==> src/memPkg.sv <==
package memPkg;

    // default address width, overridden from the top level
    localparam int ADDR_W = 32;

    typedef logic [31:0] word_t;
    typedef logic [7:0] byte_t;

    // byte count of one transfer, only 1, 2 and 4 are legal
    typedef logic [2:0] len_t;

    localparam len_t FETCH_LEN = 3'd4;

    // which requester holds the RAM
    typedef logic [1:0] owner_t;

    localparam owner_t OWNER_NONE = 2'd0;
    localparam owner_t OWNER_DATA = 2'd1;
    localparam owner_t OWNER_FETCH = 2'd2;

    // byte sequencer states
    typedef enum logic [1:0] {
        SEQ_IDLE,
        SEQ_ISSUE,
        SEQ_DRAIN
    } seqState_e;

endpackage
==> src/memCtrl.sv <==
module memCtrl #(
    parameter int AddrWidth = memPkg::ADDR_W
) (
    input  logic                 clk,
    input  logic                 rst,
    input  logic                 i_rdy,
    input  logic                 i_ioBufferFull,
    input  memPkg::byte_t        i_memRdata,
    output logic [AddrWidth-1:0] o_memAddr,
    output logic                 o_memWe,
    output memPkg::byte_t        o_memWdata,
    output memPkg::owner_t       o_owner,
    input  logic                 i_fetchEn,
    input  logic [AddrWidth-1:0] i_fetchAddr,
    output logic                 o_fetchDone,
    output memPkg::word_t        o_inst,
    input  logic                 i_dataEn,
    input  logic                 i_dataStore,
    input  memPkg::len_t         i_dataLen,
    input  logic [AddrWidth-1:0] i_dataAddr,
    input  memPkg::word_t        i_dataWdata,
    output logic                 o_dataDone,
    output memPkg::word_t        o_dataRdata
);
    logic advance;
    logic start;
    logic [AddrWidth-1:0] baseAddr;
    memPkg::len_t len;
    logic store;
    memPkg::word_t wdata;
    logic seqFinish;
    logic byteValid;
    logic [1:0] byteLane;
    logic lastByte;

    // global ready and a full I/O buffer both freeze everything
    assign advance = i_rdy && !i_ioBufferFull;

    memRequestArbiter #(
        .AddrWidth(AddrWidth)
    ) u_arbiter (
        .clk(clk),
        .rst(rst),
        .i_advance(advance),
        .i_fetchEn(i_fetchEn),
        .i_fetchAddr(i_fetchAddr),
        .i_dataEn(i_dataEn),
        .i_dataStore(i_dataStore),
        .i_dataLen(i_dataLen),
        .i_dataAddr(i_dataAddr),
        .i_dataWdata(i_dataWdata),
        .i_seqFinish(seqFinish),
        .o_start(start),
        .o_baseAddr(baseAddr),
        .o_len(len),
        .o_store(store),
        .o_wdata(wdata),
        .o_owner(o_owner)
    );

    memByteSequencer #(
        .AddrWidth(AddrWidth)
    ) u_sequencer (
        .clk(clk),
        .rst(rst),
        .i_advance(advance),
        .i_start(start),
        .i_baseAddr(baseAddr),
        .i_len(len),
        .i_store(store),
        .i_wdata(wdata),
        .o_memAddr(o_memAddr),
        .o_memWe(o_memWe),
        .o_memWdata(o_memWdata),
        .o_byteValid(byteValid),
        .o_byteLane(byteLane),
        .o_lastByte(lastByte),
        .o_finish(seqFinish)
    );

    memWordAssembler #(
        .AddrWidth(AddrWidth)
    ) u_assembler (
        .clk(clk),
        .rst(rst),
        .i_advance(advance),
        .i_memRdata(i_memRdata),
        .i_byteValid(byteValid),
        .i_byteLane(byteLane),
        .i_lastByte(lastByte),
        .i_finish(seqFinish),
        .i_owner(o_owner),
        .o_fetchDone(o_fetchDone),
        .o_inst(o_inst),
        .o_dataDone(o_dataDone),
        .o_dataRdata(o_dataRdata)
    );

endmodule

==> src/memWordAssembler.sv <==
module memWordAssembler #(
    parameter int AddrWidth = memPkg::ADDR_W
) (
    input  logic           clk,
    input  logic           rst,
    input  logic           i_advance,
    input  memPkg::byte_t  i_memRdata,
    input  logic           i_byteValid,
    input  logic [1:0]     i_byteLane,
    input  logic           i_lastByte,
    input  logic           i_finish,
    input  memPkg::owner_t i_owner,
    output logic           o_fetchDone,
    output memPkg::word_t  o_inst,
    output logic           o_dataDone,
    output memPkg::word_t  o_dataRdata
);
    memPkg::word_t gathered;
    memPkg::word_t merged;
    memPkg::word_t finalWord;

    // address path lives elsewhere, but the narrowest supported width is checked here
    if (AddrWidth < 8) begin : gen_widthCheck
        $error("memWordAssembler: AddrWidth %0d below 8", AddrWidth);
    end

    // lane 0 opens a new transfer, so upper bytes start at zero
    always_comb begin
        merged = (i_byteLane == 2'd0) ? '0 : gathered;
        merged[{i_byteLane, 3'b000} +: 8] = i_memRdata;
    end

    // final byte arrives in the finish cycle, take it straight from the bus
    assign finalWord = (i_byteValid && i_lastByte) ? merged : gathered;

    always_ff @(posedge clk) begin
        if (i_advance && i_byteValid) begin
            gathered <= merged;
        end
    end

    always_ff @(posedge clk) begin
        if (i_advance && i_finish) begin
            if (i_owner == memPkg::OWNER_FETCH) begin
                o_inst <= finalWord;
            end else begin
                o_dataRdata <= finalWord;
            end
        end
    end

    always_ff @(posedge clk) begin
        if (rst) begin
            o_fetchDone <= 1'b0;
            o_dataDone <= 1'b0;
        end else if (i_advance) begin
            o_fetchDone <= i_finish && (i_owner == memPkg::OWNER_FETCH);
            o_dataDone <= i_finish && (i_owner == memPkg::OWNER_DATA);
        end
    end

    doneExclusive: assert property (
        @(posedge clk) disable iff (rst)
        !(o_fetchDone && o_dataDone)
    ) else $error("fetch and data done raised together");

endmodule

==> src/memByteSequencer.sv <==
module memByteSequencer #(
    parameter int AddrWidth = memPkg::ADDR_W
) (
    input  logic                 clk,
    input  logic                 rst,
    input  logic                 i_advance,
    input  logic                 i_start,
    input  logic [AddrWidth-1:0] i_baseAddr,
    input  memPkg::len_t         i_len,
    input  logic                 i_store,
    input  memPkg::word_t        i_wdata,
    output logic [AddrWidth-1:0] o_memAddr,
    output logic                 o_memWe,
    output memPkg::byte_t        o_memWdata,
    output logic                 o_byteValid,
    output logic [1:0]           o_byteLane,
    output logic                 o_lastByte,
    output logic                 o_finish
);
    memPkg::seqState_e state;
    memPkg::len_t offset;
    logic issuing;
    logic lastOffset;

    assign issuing = (state == memPkg::SEQ_ISSUE);
    assign lastOffset = (offset == i_len - 3'd1);

    // one byte per cycle in little-endian order from the base address
    assign o_memAddr = i_baseAddr + AddrWidth'(offset);
    assign o_memWdata = i_wdata[{offset[1:0], 3'b000} +: 8];

    // no write may escape while stalled
    assign o_memWe = issuing && i_store && i_advance;

    // stores end on the last write and reads after the drain cycle
    assign o_finish = (issuing && i_store && lastOffset) || (state == memPkg::SEQ_DRAIN);

    always_ff @(posedge clk) begin
        if (rst) begin
            state <= memPkg::SEQ_IDLE;
            offset <= '0;
        end else if (i_advance) begin
            case (state)
                memPkg::SEQ_IDLE: begin
                    if (i_start) begin
                        state <= memPkg::SEQ_ISSUE;
                        offset <= '0;
                    end
                end
                memPkg::SEQ_ISSUE: begin
                    if (lastOffset) begin
                        state <= i_store ? memPkg::SEQ_IDLE : memPkg::SEQ_DRAIN;
                    end else begin
                        offset <= offset + 3'd1;
                    end
                end
                memPkg::SEQ_DRAIN: begin
                    // last read byte is on the bus now
                    state <= memPkg::SEQ_IDLE;
                end
                default: begin
                    state <= memPkg::SEQ_IDLE;
                end
            endcase
        end
    end

    // strobes trail the read address by one cycle to match RAM latency
    always_ff @(posedge clk) begin
        if (rst) begin
            o_byteValid <= 1'b0;
            o_lastByte <= 1'b0;
            o_byteLane <= '0;
        end else if (i_advance) begin
            o_byteValid <= issuing && !i_store;
            o_lastByte <= issuing && !i_store && lastOffset;
            o_byteLane <= offset[1:0];
        end
    end

    weOnlyInIssue: assert property (
        @(posedge clk) disable iff (rst)
        o_memWe |-> (issuing && !o_byteValid)
    ) else $error("RAM write outside ISSUE or during a read return");

endmodule

==> src/memRequestArbiter.sv <==
module memRequestArbiter #(
    parameter int AddrWidth = memPkg::ADDR_W
) (
    input  logic                 clk,
    input  logic                 rst,
    input  logic                 i_advance,
    input  logic                 i_fetchEn,
    input  logic [AddrWidth-1:0] i_fetchAddr,
    input  logic                 i_dataEn,
    input  logic                 i_dataStore,
    input  memPkg::len_t         i_dataLen,
    input  logic [AddrWidth-1:0] i_dataAddr,
    input  memPkg::word_t        i_dataWdata,
    input  logic                 i_seqFinish,
    output logic                 o_start,
    output logic [AddrWidth-1:0] o_baseAddr,
    output memPkg::len_t         o_len,
    output logic                 o_store,
    output memPkg::word_t        o_wdata,
    output memPkg::owner_t       o_owner
);
    logic idle;
    logic releasePend;

    assign idle = (o_owner == memPkg::OWNER_NONE);

    // accept on an advancing edge while nobody owns the RAM
    assign o_start = idle && i_advance && (i_dataEn || i_fetchEn);

    // owner is held one cycle past finish, through the done pulse,
    // so the requester can drop its enable before we look again
    always_ff @(posedge clk) begin
        if (rst) begin
            o_owner <= memPkg::OWNER_NONE;
            releasePend <= 1'b0;
        end else if (i_advance) begin
            if (o_start) begin
                o_owner <= i_dataEn ? memPkg::OWNER_DATA : memPkg::OWNER_FETCH;
            end else if (releasePend) begin
                o_owner <= memPkg::OWNER_NONE;
                releasePend <= 1'b0;
            end else if (i_seqFinish) begin
                releasePend <= 1'b1;
            end
        end
    end

    // data port has priority over fetch
    always_ff @(posedge clk) begin
        if (o_start) begin
            o_baseAddr <= i_dataEn ? i_dataAddr : i_fetchAddr;
            o_len <= i_dataEn ? i_dataLen : memPkg::FETCH_LEN;
            o_store <= i_dataEn && i_dataStore;
            o_wdata <= i_dataWdata;
        end
    end

    dataLenLegal: assert property (
        @(posedge clk) disable iff (rst)
        (o_start && i_dataEn) |-> (i_dataLen inside {3'd1, 3'd2, 3'd4})
    ) else $error("illegal data length %0d accepted", i_dataLen);

    finishOnlyWhenOwned: assert property (
        @(posedge clk) disable iff (rst)
        i_seqFinish |-> !idle
    ) else $error("sequencer finished with no owner");

endmodule

==> config.mk <==
export PLATFORM = sky130hd
export DESIGN_NAME = memCtrl
export DESIGN_NICKNAME = d
export VERILOG_FILES = /design/src/memPkg.sv /design/src/memCtrl.sv /design/src/memWordAssembler.sv /design/src/memByteSequencer.sv /design/src/memRequestArbiter.sv
export SDC_FILE = /design/constraint.sdc
export NUM_CORES = 1
export LEC_CHECK = 0
export BUFFER_PORTS_ARGS = -buffer_cell sky130_fd_sc_hd__buf_2
export CORE_MARGIN = 2
export CORE_UTILIZATION = 35
export DETAILED_ROUTE_END_ITERATION = 8
export PLACE_DENSITY_LB_ADDON = 0.12
export SETUP_SLACK_MARGIN = 0.2
export SKIP_LAST_GASP = 1
export SYNTH_ARGS = -nofsm -noshare
export SYNTH_HDL_FRONTEND = slang
export SYNTH_HIERARCHICAL = 1
export SYNTH_SLANG_ARGS = --single-unit
==> constraint.sdc <==
create_clock -name clk -period 7 [get_ports clk]
set_input_delay 0.35 -clock clk [delete_from_list [all_inputs] [get_ports clk]]
set_output_delay 0.35 -clock clk [all_outputs]
set_load 0.01 [all_outputs]
==> results of run 1 <==
-- worst min-delay path by stage --
stage | start | end
finish | i_dataWdata[25] | u_arbiter/o_wdata[25]
global route | i_dataWdata[9] | u_arbiter/o_wdata[9]
CTS | i_dataWdata[15] | u_arbiter/o_wdata[15]
detailed placement | u_assembler/o_fetchDone | u_assembler/o_fetchDone
global placement | u_assembler/o_dataDone | u_assembler/o_dataDone
floorplan | rst | u_assembler/o_dataDone
-- power breakdown --
group | switching (uW) | total, uW | internal, uW
combinational | 64.2 | 129 | 65.1
sequential | 14.5 | 1190 | 1180
clock | 416 | 948 | 532
-- worst max-delay path: cells and delay by family, from the launching register on --
family | cells | cell delay [ns]
and+or+nand+nor | 2 | 0.77
buffers and inverters | 1 | 0.17
xor gates and xnor gates | 1 | 0.18
adders and majority gates | 2 | 0.59
DFF | 1 | 0.89
AOI/OAI and AO/OA | 1 | 0.14
-- per-stage QoR --
stage	power (uW)	utilization, %	setup slack, ns	area [um2]
floorplan	1280	-	2.62	8040
global placement	1340	41.5	3.54	9380
detailed placement	1350	41.5	3.40	9380
CTS	2300	44.1	3.40	9960
global route	2350	44.1	3.10	9960
finish	2270	44.1	3.48	9960
-- synthesized netlist by cell type, types with 2 or more instances --
cell      count  share of area, %
nand2_1      18              0.84
clkbuf_2      2              0.12
mux2i_1       4              0.50
and3_1        6              0.47
clkbuf_1      2             0.093
nand3b_1      2              0.19
inv_1        11              0.51
nand3_1      14              0.87
or3_1         2              0.16
nand2b_1      6              0.47
nor2_1       13              0.61
nor2_2        3              0.23
a32o_1       32               4.0
a22o_2        4              0.50
nor3_1        2              0.12
nor2b_1       2              0.16
xnor2_1      28               3.1
o211ai_1      4              0.37
mux2_2       32               4.5
mux4_2        8               2.2
o41ai_2       2              0.40
buf_1         2             0.093
and2_1        7              0.54
edfxtp_1    164                61
nand4b_1      6              0.65
a21o_1        3              0.28
nor3b_2       5              0.78
o22ai_1       2              0.16
dfxtp_1      14               3.5
a31oi_1       2              0.16
nand4_1       9              0.70
nor4_2        2              0.31
buf_6         8               1.1
and3b_1       2              0.22
a21oi_1       7              0.44
buf_2         7              0.44
a22o_1       25               2.7
ha_1         10               1.6
nor3b_1       6              0.56
xor2_1        5              0.54
-- kinds of logic after synthesis --
group,synth area share [%]
buffers and inverters,2.90
adder cells (fa/ha/maj),1.81
multiplexers,7.22
AND/OR/NAND/NOR,9.48
AO/OA/AOI/OAI,9.96
flip-flops,64.7
XOR/XNOR,3.89
-- state kept, by name, indices dropped and copies added (netlist names), 3 cells and up --
signal                   count
u_arbiter/o_baseAddr        32
u_arbiter/o_wdata           32
u_assembler/gathered        32
u_assembler/o_dataRdata     32
u_assembler/o_inst          32
u_arbiter/o_len              3
u_sequencer/offset           3
-- per-layer routing --
layer	up-vias	global-route usage, %	wire [um]
met3	15	4.36	1210
met4	2	4.11	136
li1	2485	-	-
met2	181	26.6	9590
met5	-	0	11
met1	2580	19.4	8000
-- cell type report --
type	instances	area, um2
Clock buffer	18	429
Sequential cell	178	5200
Inverter	11	41.3
Fill cell	2113	12600
Clock inverter	14	151
Tap cell	285	357
Timing Repair Buffer	227	1150
Multi-Input combinational cell	296	2630
-- cells in the final DEF, fill, tap and decap left out, types with 7 or more instances in the layout --
cell / count
buf_2: 222
edfxtp_1: 164
mux2_2: 32
a32o_1: 32
xnor2_1: 28
a22o_1: 25
nand2_1: 18
clkbuf_16: 17
dfxtp_1: 14
nand3_1: 14
nor2_1: 12
inv_1: 11
ha_1: 10
nand4_1: 9
mux4_2: 8
and2_1: 7
==> metrics, run 1 <==
Worst Path Required ~6.7 ns; Hold WS about 0.096 ns; RSZ-0062 raised after global routing no; CTS Sinks roughly 180; Worst Hold Class input pin to flop; row count 55; total congestion overflow 0; final net count roughly 860; initial drt markers ~360; Critical Path AT 3.17 ns; Yosys cell types 66; FF+latch count, synth 178; layout cells sized above 1 43.7%; Main synth FF type edfxtp_1; path depth of the worst reg2reg path 6; Syn Inst Count between 500 and 600; worst slew pin tran 1.10 ns; Final Skew 0.0109 ns; antenna-violating nets left 0; Die Span X between 150 and 200 um; Via density approximately 5.1; CP startpoint u_sequencer/offset[0]; post-CTS setup buffers 0; Pleak 0.00375 uW; dpl cells between 900 and 1k; worst setup path class flop to output pin; Avg WL per Cell 18.4 um; Port Buffers roughly 220; Crit-path slowest cell dfxtp_1; Fmax around 280 MHz; root buffer cell clkbuf_16; Power Dens Cells approximately 230 nW/um2; ANT cells 0; Critical Path End o_memAddr[28]; All-Layer GR Usage approximately 16%; kind of end point of the critical path output pin; max-slew violations 0; Final Hold Fails 0; P&R area growth vs syn 23.9%; CP Cell Sequence ha_1 -> fa_1 -> a21oi_1 -> nor2_1 -> nand4_1 -> xnor2_1 -> buf_2; first drt pass iteration count 4; Residual DRC 0; H-tree Lvls 4; maxcap violations 0; Final period util between 50 and 60%; DRT Wirelength ~19 mm; Skew-Pair Late Insertion Delay roughly 0.42 ns; Post-synth ARST share 0%; Clock Pin Slew Worst Setup and Hold Paths 0.07 ns; post-CTS resize count 0; CP startpoint kind flop; hold path cells 1; Non-Filler Instances 1029; # setup viols final 0; die footprint about 24000 um2; Final HPWL DP approximately 13 mm; Die Span Y approximately 160 um; warnings from Yosys 6; Max Root-Sink Buffers 2; vias in the first global route roughly 5.2k; DR vias approximately 5.3k; Final TNS setup 0 ns; worst r2r src u_sequencer/offset[0]; largest net degree at the start of global routing 71; initial antenna violation count 1; Starting Density a little over a third; Rel. slew slack between 20% and 30%; core area roughly 23000 um2; syn nets ~630; hold buffer count at cts 0; slowest stage delay, CP around 0.89 ns; reg2reg end u_assembler/o_dataRdata[27]; Cell Area, Synth about 8000 um2; GPL Wtd Cong 0.772; CTS Buf Count 17; CTS tree built; status completed; synthesized area per cell approximately 16 um2; sequential cell area fraction in the yosys report approximately 65%; Boundary Pins between 200 and 250; Max VDD drop ~140 uV; fin crit period around 3.5 ns; first-pass GRT wire length a little under 30 mm; Critical Path Fanout Max 15; reg-to-reg setup timing slack about 3.5 ns; Post-synth EDFFs between 150 and 200
No activity file was read; power rests on OpenSTA's default activity.
==> run 2, diff against run 1 <==
Clock period 7 ns to 3 ns, I/O delays scaled along.
==> run 2 against run 1 <==
  * Register-to-register slack worse by 3.1 ns
  * Flip-flop and latch count did not move
  * First-iteration DRC count is 15% lower
  * Worst hold slack worse by 0.069 ns
  * Via count up 3.2%
  * Combinational power increased to 2.7 times the previous value
  * Critical path depth is 1 higher
  * Wire length is 2.5% higher
  * Clock power is 120% higher
  * Largest cell class unchanged
  * Largest power group unchanged
==> metrics, run 2 (synthesis results as in run 1) <==
Worst Hold Class input pin to flop; worst r2r src u_arbiter/o_len[0]; Max Root-Sink Buffers 2; root buffer cell clkbuf_16; CTS tree built; Avg WL per Cell about 18 um; vias in the first global route 5477; Rel. slew slack between 50% and 60%; Crit-path slowest cell fa_1; row count 55; status completed; DR vias between 5k and 6k; Die Span Y between 150 and 200 um; Hold Path Sink u_arbiter/o_baseAddr[5]; Clock Pin Slew Worst Setup and Hold Paths ~0.070 ns; CTS Buf Count 17; Boundary Pins roughly 220; Max VDD drop around 310 uV; Via density about 5; final net count ~900; Fmax approximately 380 MHz; CP Cell Sequence buf_4 -> ha_1 -> fa_1 -> a21oi_2 -> nor2_4 -> nand4b_1 -> xnor2_1 -> buf_2; H-tree Lvls 4; GPL Wtd Cong 0.747; # setup viols final 0; Starting Density a little over a third; ANT cells 0; CP startpoint kind flop; most common cell after layout, fill and taps aside buf_2; fin crit period between 2 and 3 ns; max-slew violations 0; Port Buffers 222; Skew-Pair Late Insertion Delay approximately 0.42 ns; first drt pass iteration count 4; die footprint 24200 um2; reg-to-reg setup timing slack approximately 0.4 ns; commonest non-fill, non-tap cells in the layout buf_2 (222), edfxtp_1 (164), dlygate4sd3_1 (33); first-pass GRT wire length a little under 30 mm; Critical Path AT 2.46 ns; Critical Path Fanout Max 9; DRT Wirelength 19.4 mm; Residual DRC 0; Final Skew between 0.01 and 0.015 ns; Final period util about 87%; filler cell count 2033; Final Hold Fails 0; Final HPWL DP approximately 13 mm; kind of end point of the critical path output pin; path depth of the worst reg2reg path 9; All-Layer GR Usage between 10% and 20%; worst slew pin tran 0.740 ns; maxcap violations 0; total congestion overflow 0; RSZ-0062 raised after global routing no; initial antenna violation count 0; CTS Sinks about 180; Pleak approximately 0.0040 uW; antenna-violating nets left 0; slowest stage delay, CP approximately 0.44 ns; core area 22600 um2; Worst Path Required ~2.9 ns; Power Dens Cells 502 nW/um2; layout cells sized above 1 43.3%; worst setup path class flop to output pin; reg2reg end u_assembler/o_inst[23]; hold path cells 2; hold path start i_dataAddr[5]; P&R area growth vs syn 30.4%; largest net degree at the start of global routing 39; Final TNS setup 0 ns; total power 5260 uW; initial drt markers 311; Die Span X 156 um
-- run 2: cell count changes in the layout (fill, tap and decap cells not counted), sizes merged --
cell,before,now
dlygate4sd3,0,33
buf,227,238
clkbuf,18,23
clkinv,6,3
clkinvlp,0,3
inv,17,14
bufinv,2,1
-- run 2: area by class of cell --
class | instances | area, um2 | area share (%)
tap | 285 | 357 | 3.40
timing repair buffer | 272 | 1640 | 15.6
clock inverter | 10 | 101 | 0.967
multi-input combinational | 296 | 2670 | 25.5
sequential | 178 | 5200 | 49.7
clock buffer | 22 | 464 | 4.43
inverter | 11 | 45.0 | 0.430
-- run 2: timing repair --
action,4_1_cts,5_1_grt
pin swaps,0,3
hold endpoints to repair,33,0
hold buffers,33,0
setup endpoints to repair,6,84
cloned,0,1
resized for setup,1,6
setup buffers,0,2
-- run 2: worst max path at each step --
stage,startpoint,slack (ns),endpoint
after detailed placement,u_arbiter/o_len[0],0.29,u_assembler/o_inst[5]
after floorplan,u_arbiter/o_len[0],0.20,u_assembler/o_dataRdata[0]
final,u_sequencer/offset[0],0.39,o_memAddr[30]
after global placement,u_arbiter/o_len[0],0.35,u_assembler/o_inst[8]
after CTS,u_sequencer/offset[0],0.20,o_memAddr[14]
after global routing,u_sequencer/offset[0],0.20,o_memAddr[14]
-- run 2: report_power, final --
group	internal, uW	total [uW]	switching (uW)
registers	2750	2780	30.9
clock network	1200	2130	932
logic	187	349	162
total	4140	5260	1120
-- run 2: routing by layer --
metal	part of all wire (%)	GRT usage, %
met1	42	19.3
met2	51	27.2
met3	6.3	4.19
met4	1.2	5.24
met5	0	0
-- run 2: worst max-delay path, delay by kind of cell (launching register included) --
kind / cells / cell delay, ns
AOI/OAI and AO/OA: 1 / 0.30
xor gates and xnor gates: 1 / 0.12
adders and majority gates: 2 / 0.70
buffers and inverters: 2 / 0.34
DFF: 1 / 0.31
and+or+nand+nor: 2 / 0.26
-- run 2: metrics by stage --
stage / util, % / hold WS [ns] / instance area, um2 / std cells / setup WS, ns
after floorplan: - / 0.219 / 8070 / 509 / 0.201
after global placement: 42.1 / 0.327 / 9510 / 1006 / 0.352
after detailed placement: 42.1 / 0.328 / 9510 / 1006 / 0.288
after CTS: 46.1 / 0.00439 / 10400 / 1071 / 0.205
after global routing: 46.4 / 0.00859 / 10500 / 1074 / 0.201
final: 46.4 / 0.0264 / 10500 / 1074 / 0.387
==> run 3, diff against run 2 <==
Settings changed: BUFFER_PORTS_ARGS -buffer_cell sky130_fd_sc_hd__buf_2 to -buffer_cell sky130_fd_sc_hd__clkbuf_2.
==> run 3 against run 2 <==
  * Via count grew 1.0%
  * Cell count about the same
  * Utilization rose by 0.37 points
  * Critical path depth rose by 2
  * Maximum frequency is 3.6% lower
  * Die area stayed put
  * Cell area up 0.80%
  * Critical endpoint is now u_assembler/o_dataRdata[6]
  * Largest power group unchanged
==> metrics, run 3 (synthesis results as in run 1) <==
status completed; first drt pass iteration count 4; Final TNS setup 0 ns; CTS Sinks approximately 180; kind of end point of the critical path flop; Die Span Y roughly 160 um; hold path start i_fetchAddr[8]; Avg WL per Cell 18.3 um; Final Hold Fails 0; Rel. slew slack approximately 50%; CP startpoint kind flop; layout cells sized above 1 43.4%; vias in the first global route between 5k and 6k; Final HPWL DP ~14 mm; Clock Pin Slew Worst Setup and Hold Paths about 0.070 ns; reg2reg end u_assembler/o_dataRdata[6]; Die Span X 156 um; Max VDD drop between 300 and 400 uV; core area approximately 23000 um2; Skew-Pair Late Insertion Delay between 0.4 and 0.5 ns; Via density roughly 5.1; Pleak slightly above 0.004 uW; RSZ-0062 raised after global routing no; Critical Path Fanout Max 32; first-pass GRT wire length 29.8 mm; slowest stage delay, CP approximately 0.38 ns; initial antenna violation count 0; CTS tree built; P&R area growth vs syn 31.4%; Crit-path slowest cell xor3_1; dpl cells about 1k; Hold WS around 0.021 ns; fin worst setup slack just under 0.3 ns; root buffer cell clkbuf_16; most common cell after layout, fill and taps aside clkbuf_2; GPL Wtd Cong between 0.7 and 0.8; fin crit period about 2.7 ns; ANT cells 0; Port Buffers between 200 and 250; Max Root-Sink Buffers 2; reg-to-reg setup timing slack slightly below 0.3 ns; largest net degree at the start of global routing between 40 and 50; row count 55; DR vias around 5.5k; CTS Buf Count 17; total congestion overflow 0; path depth of the worst reg2reg path 10; die footprint roughly 24000 um2; commonest non-fill, non-tap cells in the layout clkbuf_2 (222), edfxtp_1 (164), dlygate4sd3_1 (35); Worst Path Required 3.12 ns; Critical Path AT 2.83 ns; dpl ws roughly 0.28 ns; Worst Hold Class input pin to flop; final net count around 900; All-Layer GR Usage approximately 16%; Hold Path Sink u_arbiter/o_baseAddr[8]; Final period util between 90 and 100%; antenna-violating nets left 0; Fmax 369 MHz; worst slew pin tran approximately 0.75 ns; worst r2r src u_arbiter/o_len[0]; Final Skew ~0.012 ns; Power Dens Cells ~520 nW/um2; max-slew violations 0; Boundary Pins 223; CP startpoint u_arbiter/o_len[0]; # setup viols final 0; maxcap violations 0; Non-Filler Instances about 1.1k; initial drt markers a little under 400; Starting Density approximately 36%; DRT Wirelength roughly 20 mm; hold path cells 2; CP Cell Sequence inv_1 -> ha_1 -> xor3_1 -> or3_4 -> or2_1 -> o22ai_2 -> buf_4 -> nand2_1 -> a21oi_4 -> buf_12; worst setup path class flop to flop; H-tree Lvls 4; Residual DRC 0
## run 3: cell types whose count changed in the layout (fill, tap and decap cells not counted), moves of 2 or more
cell and change:
dlygate4sd3_1 +2, bufinv_16 +3, buf_4 -3, buf_2 -222, clkbuf_8 -2, clkbuf_2 +222, clkbuf_1 -2
## run 3: worst max path at each step
stage                            endpoint  cells after the start
2_1_floorplan  u_assembler/o_dataRdata[0]                      8
3_3_place_gp        u_assembler/o_inst[8]                      9
5_1_grt        u_assembler/o_dataRdata[5]                     10
6_report       u_assembler/o_dataRdata[6]                     10
3_5_place_dp        u_assembler/o_inst[8]                      9
4_1_cts                     o_memAddr[31]                      7
## run 3: through the flow
| stage | total power [uW] | util (%) | area, um2 |
|---|---|---|---|
| after floorplan | 2990 | - | 8070 |
| after global placement | 3140 | 42.0 | 9480 |
| after detailed placement | 3150 | 42.0 | 9480 |
| after CTS | 5590 | 46.4 | 10500 |
| after global routing | 5720 | 46.8 | 10600 |
| final | 5520 | 46.8 | 10600 |
## run 3: cell type report
| type | instances | area (um2) |
|---|---|---|
| Multi-Input combinational cell | 296 | 2670 |
| Clock buffer | 18 | 429 |
| Clock inverter | 13 | 196 |
| Timing Repair Buffer | 272 | 1660 |
| Inverter | 11 | 45.0 |
| Fill cell | 2025 | 12000 |
| Tap cell | 285 | 357 |
| Sequential cell | 178 | 5210 |
## run 3: power by group
part | internal [uW] | switching [uW]
logic | 187 | 162
clock network | 1410 | 981
registers | 2750 | 32.1
## run 3: per-layer routing
| layer | track usage [%] | vias to the layer above | share of wire, % |
|---|---|---|---|
| li1 | - | 2579 | - |
| met1 | 19.3 | 2703 | 42 |
| met2 | 28.1 | 190 | 51 |
| met3 | 4.17 | 16 | 6.0 |
| met4 | 5.29 | 0 | 1.2 |
| met5 | 0 | - | 0 |
## run 3: what timing repair did
item,4_1_cts,5_1_grt
resized for setup,3,5
buffers inserted,0,2
hold endpoints to repair,34,0
hold buffers,35,0
setup endpoints to repair,19,49
pin swaps,0,1
gates cloned,0,2
## run 3: worst max-delay path, delay by kind of cell, from the launching register on
family / cells / cell delay (ns)
compound gates: 2 / 0.31
xor+xnor: 1 / 0.38
fa+ha+maj: 1 / 0.23
buf+inv: 3 / 0.41
flops: 1 / 0.35
simple gates: 3 / 0.70
